==> src/hdl/knight_cfg.svh <==
`ifndef KNIGHT_CFG_SVH
`define KNIGHT_CFG_SVH

////////////////////////////////////////////////////////////////////////////
// Build-time configuration for the knight command subsystem
////////////////////////////////////////////////////////////////////////////

`define KNIGHT_FAST_SIM 1  // 1 selects big steps for short simulations

// Forward speed steps, applied once per gyro reading
`define KNIGHT_INC_STEP ((`KNIGHT_FAST_SIM != 0) ? 10'h020 : 10'h003)
`define KNIGHT_DEC_STEP ((`KNIGHT_FAST_SIM != 0) ? 10'h040 : 10'h006)

// Heading nudges from the side IR sensors
`define KNIGHT_NUDGE_POS ((`KNIGHT_FAST_SIM != 0) ? 12'h1FF : 12'h05F)
`define KNIGHT_NUDGE_NEG ((`KNIGHT_FAST_SIM != 0) ? 12'hE00 : 12'hFA1)

// Error magnitude below which a move may start
`define KNIGHT_ALIGN_THRESH 12'h02C

`endif

==> src/hdl/knight_pkg.sv <==
package knight_pkg;

  ////////////////////////////////////////////////////////////////////////////
  // Command opcodes, taken from cmd[15:12]
  ////////////////////////////////////////////////////////////////////////////
  typedef enum logic [3:0] {
    CAL     = 4'h2,  // Gyro calibration
    MOVE    = 4'h4,  // Plain move
    FANFARE = 4'h5,  // Move, then the charge tune
    TOUR    = 4'h6   // Hand off to the tour solver
  } opcode_t;

  typedef logic signed [11:0] heading_t;  // Heading or heading error
  typedef logic [9:0]         speed_t;    // Forward speed
  typedef logic [3:0]         squares_t;  // Squares to travel

  ////////////////////////////////////////////////////////////////////////////
  // Command FSM states
  ////////////////////////////////////////////////////////////////////////////
  typedef enum logic [2:0] {
    IDLE,       // Waiting for a command
    CALIBRATE,  // Waiting for cal_done
    TOUR_GO,    // One cycle of tour_go
    ALIGN,      // Turning onto the heading
    RAMP_UP,    // Speeding up, counting lines
    RAMP_DOWN,  // Slowing to a stop
    RESPOND     // Holding resp_valid
  } ctrl_state_t;

endpackage

==> src/hdl/ir_sync.sv <==
`timescale 1ns/1ns

module ir_sync (
  input  logic clk,
  input  logic rst_n,
  input  logic lft_ir,     // Async left sensor
  input  logic cntr_ir,    // Async centre sensor
  input  logic rght_ir,    // Async right sensor
  output logic lft_s,      // Synced left level
  output logic rght_s,     // Synced right level
  output logic cntr_rise   // One-cycle pulse per line crossing
);

  logic lft_meta, rght_meta, cntr_meta;  // First stage, may go metastable
  logic cntr_s;                          // Synced centre level
  logic cntr_d;                          // Centre level one cycle older

  // Two-stage synchronizers
  always_ff @(posedge clk or negedge rst_n) begin
    if (!rst_n) begin
      lft_meta  <= 1'b0;
      lft_s     <= 1'b0;
      rght_meta <= 1'b0;
      rght_s    <= 1'b0;
      cntr_meta <= 1'b0;
      cntr_s    <= 1'b0;
    end else begin
      lft_meta  <= lft_ir;
      lft_s     <= lft_meta;
      rght_meta <= rght_ir;
      rght_s    <= rght_meta;
      cntr_meta <= cntr_ir;
      cntr_s    <= cntr_meta;
    end
  end

  // Rising edge only, so a long dwell on the line counts once
  always_ff @(posedge clk or negedge rst_n) begin
    if (!rst_n) begin
      cntr_d    <= 1'b0;
      cntr_rise <= 1'b0;
    end else begin
      cntr_d    <= cntr_s;              // Delayed copy for edge compare
      cntr_rise <= cntr_s & ~cntr_d;    // New high, old low
    end
  end

endmodule

==> src/hdl/square_counter.sv <==
`timescale 1ns/1ns

module square_counter (
  input  logic                clk,
  input  logic                rst_n,
  input  logic                start_move,  // Load pulse from the FSM
  input  knight_pkg::squares_t squares,    // Square count from cmd[3:0]
  input  logic                cntr_rise,   // One pulse per line edge
  output logic                move_done    // Crossings reached the target
);

  import knight_pkg::*;

  squares_t   sq_q;      // Squares for the current move
  logic [4:0] cross_q;   // Line crossings so far
  logic [4:0] target;    // Two lines per square

  assign target = {sq_q, 1'b0};

  always_ff @(posedge clk or negedge rst_n) begin
    if (!rst_n) begin
      sq_q    <= '0;
      cross_q <= '0;
    end else if (start_move) begin
      sq_q    <= squares;   // New move, new target
      cross_q <= '0;        // Restart the count
    end else if (cntr_rise && (cross_q != 5'd31)) begin
      cross_q <= cross_q + 5'd1;  // Saturate at 31
    end
  end

  assign move_done = (cross_q == target);

  ////////////////////////////////////////////////////////////////////////////
  // Checks
  ////////////////////////////////////////////////////////////////////////////

  // Once the target is reached, another line edge before the next move
  // would carry the count past it
  a_no_overshoot: assert property (
    @(posedge clk) disable iff (!rst_n)
    (move_done && !start_move) |-> !cntr_rise
  );

endmodule

==> src/hdl/heading_err.sv <==
`timescale 1ns/1ns
`include "knight_cfg.svh"

module heading_err (
  input  logic                clk,
  input  logic                rst_n,
  input  logic                start_move,   // Capture strobe
  input  logic [7:0]          cmd_heading,  // Heading field, cmd[11:4]
  input  knight_pkg::heading_t heading,     // Gyro heading
  input  logic                lft_s,        // Drifted toward left line
  input  logic                rght_s,       // Drifted toward right line
  output knight_pkg::heading_t error        // To the PID
);

  import knight_pkg::*;

  localparam heading_t NUDGE_POS = `KNIGHT_NUDGE_POS;
  localparam heading_t NUDGE_NEG = `KNIGHT_NUDGE_NEG;

  heading_t desired_q;  // Heading asked for by the command
  heading_t nudge;      // Side sensor correction

  ////////////////////////////////////////////////////////////////////////////
  // Desired heading
  ////////////////////////////////////////////////////////////////////////////

  always_ff @(posedge clk or negedge rst_n) begin
    if (!rst_n) begin
      desired_q <= '0;
    end else if (start_move) begin
      if (cmd_heading == 8'h00)
        desired_q <= '0;                     // Zero stays exactly zero
      else
        desired_q <= {cmd_heading, 4'hF};    // Pad low nibble with ones
    end
  end

  ////////////////////////////////////////////////////////////////////////////
  // Error with nudge
  ////////////////////////////////////////////////////////////////////////////

  always_comb begin
    if (lft_s)
      nudge = NUDGE_POS;   // Left wins if both are set
    else if (rght_s)
      nudge = NUDGE_NEG;
    else
      nudge = '0;
  end

  assign error = heading - desired_q + nudge;  // Wraps modulo 4096

endmodule

==> src/hdl/speed_ramp.sv <==
`timescale 1ns/1ns
`include "knight_cfg.svh"

module speed_ramp #(
  parameter knight_pkg::speed_t INC_STEP = `KNIGHT_INC_STEP,  // Up step per reading
  parameter knight_pkg::speed_t DEC_STEP = `KNIGHT_DEC_STEP   // Down step per reading
) (
  input  logic              clk,
  input  logic              rst_n,
  input  logic              start_move,   // Clears the speed
  input  logic              ramp_up,      // Speed up on readings
  input  logic              ramp_down,    // Slow down on readings
  input  logic              heading_rdy,  // New gyro reading
  output knight_pkg::speed_t frwrd,       // Forward speed
  output logic              speed_zero    // Robot has stopped
);

  import knight_pkg::*;

  logic   at_max;     // Two top bits set
  speed_t frwrd_nxt;  // Speed after this reading

  assign at_max     = &frwrd[9:8];
  assign speed_zero = (frwrd == '0);

  always_comb begin
    frwrd_nxt = frwrd;
    if (ramp_up) begin
      if (!at_max)
        frwrd_nxt = frwrd + INC_STEP;
    end else if (ramp_down) begin
      if (frwrd > DEC_STEP)
        frwrd_nxt = frwrd - DEC_STEP;
      else
        frwrd_nxt = '0;                 // Clamp, never wrap
    end
  end

  always_ff @(posedge clk or negedge rst_n) begin
    if (!rst_n)
      frwrd <= '0;
    else if (start_move)
      frwrd <= '0;           // Every move starts from rest
    else if (heading_rdy)
      frwrd <= frwrd_nxt;    // Step only on gyro updates
  end

  ////////////////////////////////////////////////////////////////////////////
  // Checks
  ////////////////////////////////////////////////////////////////////////////

  a_one_dir: assert property (
    @(posedge clk) disable iff (!rst_n)
    !(ramp_up && ramp_down)
  );

endmodule

==> src/hdl/cmd_proc.sv <==
`timescale 1ns/1ns
`include "knight_cfg.svh"

module cmd_proc (
  input  logic                clk,
  input  logic                rst_n,
  input  logic [15:0]         cmd,         // Command word from the link
  input  logic                cmd_valid,
  input  logic                resp_ready,
  input  logic                cal_done,    // Gyro calibration finished
  input  knight_pkg::heading_t error,      // Current heading error
  input  logic                move_done,   // All lines crossed
  input  logic                speed_zero,  // Speed back at zero
  output logic                cmd_ready,
  output logic                resp_valid,
  output logic                start_move,  // Accept pulse for moves
  output logic                strt_cal,    // Kick off gyro calibration
  output logic                tour_go,     // Hand off to tour solver
  output logic                fanfare_go,  // Start the charge tune
  output logic                moving,      // Lets the gyro integrate yaw
  output logic                ramp_up,
  output logic                ramp_down
);

  import knight_pkg::*;

  localparam heading_t ALIGN_THRESH = `KNIGHT_ALIGN_THRESH;

  ctrl_state_t state, nxt_state;
  opcode_t     cmd_op;    // Opcode on the input bus
  opcode_t     op_q;      // Opcode of the command being run
  logic        accept;    // Command transfers this cycle
  logic        aligned;   // Error inside the window

  ////////////////////////////////////////////////////////////////////////////
  // Command intake
  ////////////////////////////////////////////////////////////////////////////

  assign cmd_op     = opcode_t'(cmd[15:12]);
  assign cmd_ready  = (state == IDLE);         // Held low while a response waits
  assign accept     = cmd_valid & cmd_ready;
  assign start_move = accept & ((cmd_op == MOVE) | (cmd_op == FANFARE));

  always_ff @(posedge clk) begin
    if (accept)
      op_q <= cmd_op;   // Keep our own copy, the bus may change
  end

  // Symmetric window around zero
  assign aligned = (error < ALIGN_THRESH) && (error > -ALIGN_THRESH);

  ////////////////////////////////////////////////////////////////////////////
  // State machine
  ////////////////////////////////////////////////////////////////////////////

  always_ff @(posedge clk or negedge rst_n) begin
    if (!rst_n)
      state <= IDLE;
    else
      state <= nxt_state;
  end

  always_comb begin
    nxt_state = state;
    case (state)
      IDLE: begin
        if (accept) begin
          case (cmd_op)
            CAL:           nxt_state = CALIBRATE;
            TOUR:          nxt_state = TOUR_GO;
            MOVE, FANFARE: nxt_state = ALIGN;
            default:       nxt_state = IDLE;   // Unknown opcode is dropped
          endcase
        end
      end
      CALIBRATE: if (cal_done)   nxt_state = RESPOND;
      TOUR_GO:                   nxt_state = IDLE;   // No response for a tour
      ALIGN:     if (aligned)    nxt_state = RAMP_UP;
      RAMP_UP:   if (move_done)  nxt_state = RAMP_DOWN;
      RAMP_DOWN: if (speed_zero) nxt_state = RESPOND;
      RESPOND:   if (resp_ready) nxt_state = IDLE;
      default:                   nxt_state = IDLE;
    endcase
  end

  // Calibration strobe lands in the first CALIBRATE cycle
  always_ff @(posedge clk or negedge rst_n) begin
    if (!rst_n)
      strt_cal <= 1'b0;
    else
      strt_cal <= accept && (cmd_op == CAL);
  end

  ////////////////////////////////////////////////////////////////////////////
  // Outputs decoded from state
  ////////////////////////////////////////////////////////////////////////////

  assign tour_go    = (state == TOUR_GO);
  assign resp_valid = (state == RESPOND);
  assign ramp_up    = (state == RAMP_UP);
  assign ramp_down  = (state == RAMP_DOWN);
  assign moving     = (state == ALIGN) || ramp_up || ramp_down;

  // Tune starts as the robot begins to slow
  assign fanfare_go = ramp_up && move_done && (op_q == FANFARE);

  ////////////////////////////////////////////////////////////////////////////
  // Checks
  ////////////////////////////////////////////////////////////////////////////

  a_cal_pulse: assert property (
    @(posedge clk) disable iff (!rst_n) strt_cal |=> !strt_cal
  );

  a_tour_pulse: assert property (
    @(posedge clk) disable iff (!rst_n) tour_go |=> !tour_go
  );

  a_fanfare_pulse: assert property (
    @(posedge clk) disable iff (!rst_n) fanfare_go |=> !fanfare_go
  );

  a_no_overlap: assert property (
    @(posedge clk) disable iff (!rst_n) !(cmd_ready && resp_valid)
  );

endmodule

==> src/hdl/knight_ctrl_top.sv <==
`timescale 1ns/1ns

module knight_ctrl_top (
  input  logic                clk,
  input  logic                rst_n,
  // Command link
  input  logic [15:0]         cmd,
  input  logic                cmd_valid,
  output logic                cmd_ready,
  // Completion response
  output logic                resp_valid,
  input  logic                resp_ready,
  // Gyro
  output logic                strt_cal,
  input  logic                cal_done,
  input  knight_pkg::heading_t heading,
  input  logic                heading_rdy,
  // Line sensors, asynchronous
  input  logic                lft_ir,
  input  logic                cntr_ir,
  input  logic                rght_ir,
  // To PID, motors, piezo and tour solver
  output knight_pkg::heading_t error,
  output knight_pkg::speed_t   frwrd,
  output logic                moving,
  output logic                tour_go,
  output logic                fanfare_go
);

  logic lft_s, rght_s, cntr_rise;    // Synced sensor signals
  logic start_move;                  // Move accepted
  logic move_done;                   // Target crossings reached
  logic ramp_up, ramp_down;          // Speed direction
  logic speed_zero;                  // Robot stopped

  ir_sync u_ir_sync (
    .clk       (clk),
    .rst_n     (rst_n),
    .lft_ir    (lft_ir),
    .cntr_ir   (cntr_ir),
    .rght_ir   (rght_ir),
    .lft_s     (lft_s),
    .rght_s    (rght_s),
    .cntr_rise (cntr_rise)
  );

  square_counter u_square_counter (
    .clk        (clk),
    .rst_n      (rst_n),
    .start_move (start_move),
    .squares    (cmd[3:0]),
    .cntr_rise  (cntr_rise),
    .move_done  (move_done)
  );

  heading_err u_heading_err (
    .clk         (clk),
    .rst_n       (rst_n),
    .start_move  (start_move),
    .cmd_heading (cmd[11:4]),
    .heading     (heading),
    .lft_s       (lft_s),
    .rght_s      (rght_s),
    .error       (error)
  );

  speed_ramp u_speed_ramp (
    .clk         (clk),
    .rst_n       (rst_n),
    .start_move  (start_move),
    .ramp_up     (ramp_up),
    .ramp_down   (ramp_down),
    .heading_rdy (heading_rdy),
    .frwrd       (frwrd),
    .speed_zero  (speed_zero)
  );

  cmd_proc u_cmd_proc (
    .clk        (clk),
    .rst_n      (rst_n),
    .cmd        (cmd),
    .cmd_valid  (cmd_valid),
    .resp_ready (resp_ready),
    .cal_done   (cal_done),
    .error      (error),
    .move_done  (move_done),
    .speed_zero (speed_zero),
    .cmd_ready  (cmd_ready),
    .resp_valid (resp_valid),
    .start_move (start_move),
    .strt_cal   (strt_cal),
    .tour_go    (tour_go),
    .fanfare_go (fanfare_go),
    .moving     (moving),
    .ramp_up    (ramp_up),
    .ramp_down  (ramp_down)
  );

endmodule

==> config.mk <==
export PLATFORM = sky130hd
export DESIGN_NAME = knight_ctrl_top
export DESIGN_NICKNAME = d
export VERILOG_FILES = /design/src/hdl/knight_pkg.sv /design/src/hdl/ir_sync.sv /design/src/hdl/square_counter.sv /design/src/hdl/heading_err.sv /design/src/hdl/speed_ramp.sv /design/src/hdl/cmd_proc.sv /design/src/hdl/knight_ctrl_top.sv
export VERILOG_INCLUDE_DIRS = /design/src /design/src/hdl
export SDC_FILE = /design/constraint.sdc
export NUM_CORES = 1
export LEC_CHECK = 0
export BUFFER_PORTS_ARGS = -buffer_cell sky130_fd_sc_hd__buf_2
export CAP_MARGIN = 5
export CORE_MARGIN = 4
export CORE_UTILIZATION = 55
export DETAILED_ROUTE_END_ITERATION = 16
export PLACE_DENSITY = 0.81
export SLEW_MARGIN = 5
export SYNTH_ARGS = -nofsm -noshare
export SYNTH_HDL_FRONTEND = slang
export SYNTH_SLANG_ARGS = --single-unit
export TNS_END_PERCENT = 5
==> constraint.sdc <==
create_clock -name clk -period 5.3 [get_ports clk]
set_input_delay 1.06 -clock clk [delete_from_list [all_inputs] [get_ports clk]]
set_output_delay 1.06 -clock clk [all_outputs]
set_load 0.005 [all_outputs]
Word-level counts from Yosys, hierarchy flattened
Index checks and enable logic that the tools add are counted.
- div/mod/pow operators: 0
- magnitude comparators: 3
- shift operators: 0
- add/subtract/negate cells: 5
- muxes and demuxes: 19
- multiply operators: 0
- eq/ne operators: 20
- reductions and logical operators: 17
- bitwise operators: 5
- operators with widths (kind ; number):
    2-to-1 mux 10 bit ; 6
    2-to-1 mux 12 bit ; 3
    2-to-1 mux 3 bit ; 6
    one-hot mux 3 bit (6 select lines) ; 1
    equality test 4 x 3 -> 1 bit (second input constant) ; 4
    adder 12 bit ; 1
    greater-than comparator 12 x 7 -> 1 bit (second input constant) ; 1
    < comparator 12 x 7 -> 1 bit (second input constant) ; 1
    subtractor 12 bit ; 1
    adder 10 x 6 -> 10 bit (second input constant) ; 1
    greater-than comparator 10 x 7 -> 1 bit (second input constant) ; 1
    zero test 10 bit ; 1
    2-to-1 mux 5 bit ; 2
    subtractor 10 x 7 -> 10 bit (second input constant) ; 1
    equality test 3 bit (second input constant) ; 3
    zero test 8 bit ; 1
    equality test 3 x 2 -> 1 bit (second input constant) ; 2
    != test 2 x 1 -> 1 bit (second input constant) ; 3
    != test 2 bit (second input constant) ; 3
    one-hot mux 2 bit (3 select lines) ; 1
    AND reduction 6 bit ; 1
    adder 5 x 1 -> 5 bit (second input constant) ; 1
    equality test 5 bit ; 1
    logical AND 1 bit ; 5
    other kinds (14) ; 18
- output and inout port bits: 28
- bits in latches: 0
- bits in writable memories: 0
- memories: 0
- input bits: 37
- register bits: 47
- ROM bits: 0

Logic depth before layout (Yosys ltp)
- depth in word-level cells: 7
- mapped depth: 14
- gate-level depth less buffers: 14

By module
A second synthesis with hierarchy kept.
- cell total of the unflattened synthesis: 296
- area total of the unflattened synthesis: 2937.8 µm²
- by module, submodules not included (module ; area each (µm²) ; cells an instance ; times used ; sequential area each (µm²)):
    heading_err ; 1272.5 ; 141 ; 1 ; 225.2
    cmd_proc ; 506.7 ; 50 ; 1 ; 220.2
    speed_ramp ; 491.7 ; 56 ; 1 ; 125.1
    square_counter ; 452.9 ; 40 ; 1 ; 225.2
    ir_sync ; 214.0 ; 9 ; 1 ; 200.2

Least setup slack after synthesis
No wires, ideal clock.
- path kind: input-to-output
- start point: in heading[2]
- end point: out error[8]
- path slack: 1.061 ns
- stages on the path: 9
- path buffers: 0
- arrival time: 3.179 ns
- path through: inv_1 -> fa_1 -> inv_1 -> ha_1 -> nor2b_4 -> o2111a_1 -> or4b_4 -> a21o_1 -> and2_1
- longest elaborated chain between the ends: 2
- ends and longest elaborated chain (item ; line ; text):
    start: declaration ; knight_ctrl_top.sv:16 ; input knight_pkg::heading_t heading,
    subtractor 12 bit ; heading_err.sv:51 ; assign error = heading - desired_q + nudge;
    adder 12 bit ; heading_err.sv:51 ;
    end: declaration ; knight_ctrl_top.sv:23 ; output knight_pkg::heading_t error,
No other way between the ends.

Final worst setup path
- start point: in heading[7]
- end point: out error[10]
Same word-level chain as after synthesis.

==> impl_metrics.py <==
metrics = {
    "pwr": {
        "p_leak_nw": 1.70,
        "power.density_mw_per_mm2": 649,
        "ir_drop_v": 0.000288,
    },
    "synth": {
        "synth_compound_area_frac": 0.132,
        "synth_edf_count": 4,
        "synth_area_leader_cell": "dfrtp_1",
        "netlist_area_mm2": 0.00289,
        "synth_top_cells_by_area": "dfrtp_1 (30%), ha_1 (8.2%), fa_1 (7.6%)",
        "synthSimpleGateAreaFrac": 0.218,
        "syn-mean-instance-area_um2": 8.75,
        "ys_types": 56,
        "yosys_warnings": 0,
        "syn-instance-count": 330,
        "synthMuxAreaShare": 0.0108,
        "ys.flop_type": "dfrtp_1",
        "synth_top_family_by_area": "simple AND/OR/NAND/NOR gates",
        "yosys.area_share.adder": 0.159,
        "synth_seq_area_share": 0.345,
        "synth_top_area_frac": 0.303,
        "synth-xor-area-share": 0.0533,
        "ys_seq_elements": 39,
        "synthArstFlopShare": 0.897,
    },
    "drt": {
        "wl_met3_um": 312,
        "first_pass_iters": 4,
        "drc": 0,
        "wl_met2_um": 2910,
        "topRoutingLayerUsed": "met4",
        "via_count": 2421,
        "routed_wl_um": 6010,
        "wl_met1_um": 2660,
        "wl_per_cell_um": 13.1,
        "viasPerCell": 5.29,
        "antenna_left": 0,
        "drt_iter0_markers": 204,
    },
    "timing": {
        "holdWs_ps": 341,
        "min_period_over_period": 0.858,
        "tns_ps": 0,
        "worst-slew-pin-transition_ps": 1180,
        "rsz0062_at_grt": "no",
        "drv_slew": 0,
        "relSlewSlack": 0.210,
        "clock_skew_ps": 13.6,
        "min_period_ps": 4550,
        "fmax_mhz": 220,
        "hold_viol": 0,
        "setup_violations": 0,
    },
    "run": {
        "maxCapViolations": 0,
    },
    "clock_tree": {
        "htree_num_levels": 2,
        "clk_pin_slew_worst_paths_ps": 80,
        "ctsResizeCount": 0,
        "cts-root-buf": "clkbuf_8",
        "cts_tree": "done",
        "cts_setup_buffers": 0,
        "clk_latency_ps": 300,
        "clockBufferDepth": 2,
        "cts_hold_buffers": 0,
        "clock_sinks": 39,
        "cts_buffers": 5,
    },
    "place": {
        "gp_congestion": 0.953,
        "placed_area_mm2": 0.00322,
        "numPortBuffers": 59,
        "dp_hpwl_um": 4720,
    },
    "floorplanning": {
        "die_w_um": 80.4,
        "initial_core_util": 0.565,
        "core_mm2": 0.00511,
        "io_pins": 65,
        "rows": 26,
        "dieArea_mm2": 0.00647,
        "die_h_um": 80.4,
    },
    "min_path": {
        "hold_path_depth": 0,
        "hold_path_class": "reg2reg",
    },
    "critical_path": {
        "path_buf_inv": 4,
        "crit_cells": 10,
        "r2r_slack_ps": 1520,
        "cp_slowest_cell": "fa_1",
        "slowest_delay_ps": 530,
        "start_kind": "input port",
        "crit_required_ps": 4240,
        "crit_fanout": 7,
        "crit_chain": "buf_2, inv_1, fa_1, inv_1, ha_1, a2111o_1, nor4_1, nor4_1, or2_2, buf_2",
        "r2r_cells": 12,
        "criticalPathCategory": "in2out",
        "arrival_ps": 3490,
        "end_kind": "primary output",
        "crit_family": "adder cells",
    },
    "final_layout": {
        "syn2layout_area_growth_pct": 15.5,
        "fin_area_mm2": 0.00333,
        "seq_area_um2": 996,
        "finish.utilization": 0.653,
        "layout-drive-gt1-share": 0.206,
        "final.fill_count": 451,
        "antenna_cells": 0,
        "nets": 454,
        "multiInputGateArea_mm2": 0.00168,
    },
    "global_routing": {
        "grt_usage": 0.205,
        "grt_pass1_wl_um": 10500,
        "grt_start_max_net_pins": 36,
        "grt-ovfl-total": 0,
        "grt_pass1_vias": 2441,
        "antenna_found_initial": 0,
    },
    "run_status": {
        "status": "finished clean",
    },
}
worst register-to-register path, cell delays in order (launching register included):
cell and delay, ps:
dfrtp_1 380, inv_1 380, fa_1 560, inv_1 80, ha_1 240, a211oi_2 340, o31ai_2 170, a211oi_2 300
xnor2_1 240, nand3_1 120, or4_1 500, and3_1 190, o31ai_2 200
Yosys cell counts, types with 3 or more instances:
master,n
nand3_1,6
buf_4,5
and2_1,4
or3_1,4
fa_1,11
nor2b_1,4
clkbuf_1,7
dfrtp_1,35
a21oi_1,11
xnor2_1,9
nor2_1,20
or2_2,3
ha_1,19
edfxtp_1,4
nand2_1,53
o21ai_0,16
nand2b_1,3
inv_1,44
a31oi_1,3
xor2_1,6
nor4_1,5
nor3_1,15
cell usage in the layout (no fill, tap or decap), drive strengths merged, types with 2 or more instances in the layout:
cell type and count:
dfrtp 35, clkinv 2, and3 2, xnor2 9, nand4 2, inv 44, o21a 2, edfxtp 4
nor4 5, o21ai 16, and2 4, or2 3, conb 5, a211oi 4, nor2b 5, fa 11
xor2 6, or3 4, mux2i 2, nand2b 3, o311ai 2, o211a 2, nor3 15, o31ai 4
a31oi 3, a21oi 12, nor2 20, buf 59, nand2 53, ha 19, clkbuf 5, nand3 7
stage by stage:
step / power [mW] / std cells / setup slack, ps
floorplan: 1.50 / 334 / 1060
global placement: 1.85 / 450 / 825
detailed placement: 1.90 / 450 / 784
CTS: 2.17 / 458 / 782
global route: 2.39 / 458 / 651
finish: 2.16 / 458 / 753
final timing paths:
check	startpoint	to
worst max-delay path	heading[7]	error[10]
worst min-delay path	u_ir_sync.rght_meta$_DFF_PN0_	u_ir_sync.rght_s$_DFF_PN0_
worst max register to register	u_ir_sync.lft_s$_DFF_PN0_	u_cmd_proc.state[2]$_DFFE_PN0P_
worst min register to register	u_ir_sync.rght_meta$_DFF_PN0_	u_ir_sync.rght_s$_DFF_PN0_
max in group asynchronous	rst_n	u_heading_err.desired_q[9]$_DFFE_PN0P_
min in group asynchronous	rst_n	u_speed_ramp.frwrd[9]$_DFFE_PN0P_
registers in the layout (all words and copies together), names as in the netlist:
name	count
u_ir_sync.rght_meta	1
u_cmd_proc.op_q	4
u_cmd_proc.strt_cal	1
u_heading_err.desired_q	9
u_ir_sync.lft_s	1
u_square_counter.cross_q	5
u_ir_sync.cntr_rise	1
u_cmd_proc.state	3
u_ir_sync.cntr_d	1
u_speed_ramp.frwrd	5
u_ir_sync.lft_meta	1
u_ir_sync.rght_s	1
u_ir_sync.cntr_meta	1
u_ir_sync.cntr_s	1
u_square_counter.sq_q	4
layout make-up:
type | count | area share
inverters | 44 | 0.0495
clock inverters | 3 | 0.0131
well taps | 70 | 0.0263
multi-input cells | 238 | 0.503
repair buffers | 59 | 0.0886
flip-flops and latches | 39 | 0.299
clock buffers | 5 | 0.0206
per-layer routing:
| layer | vias up | global-route usage |
|---|---|---|
| met3 | 12 | 0.0314 |
| met2 | 75 | 0.334 |
| met1 | 1119 | 0.268 |
| met5 | - | 0 |
| met4 | 0 | 0.0946 |
| li1 | 1215 | - |
cell families (layout without fill, tap and decap cells):
| logic type | Yosys count | after routing |
|---|---|---|
| AOI/OAI and AO/OA | 55 | 55 |
| xor gates and xnor gates | 16 | 16 |
| adders and majority gates | 30 | 30 |
| buffers and inverters | 57 | 111 |
| DFF | 39 | 39 |
| muxes | 3 | 3 |
| other | 1 | 5 |
| and+or+nand+nor | 129 | 129 |
where the power goes:
part           switching [mW]  total [mW]  internal (mW)  leakage (nW)
clock network           0.113       0.253          0.140        0.0581
registers               0.125       0.529          0.404         0.474
logic                   0.752        1.38          0.628          1.16
(Power assumes the default switching activity.)
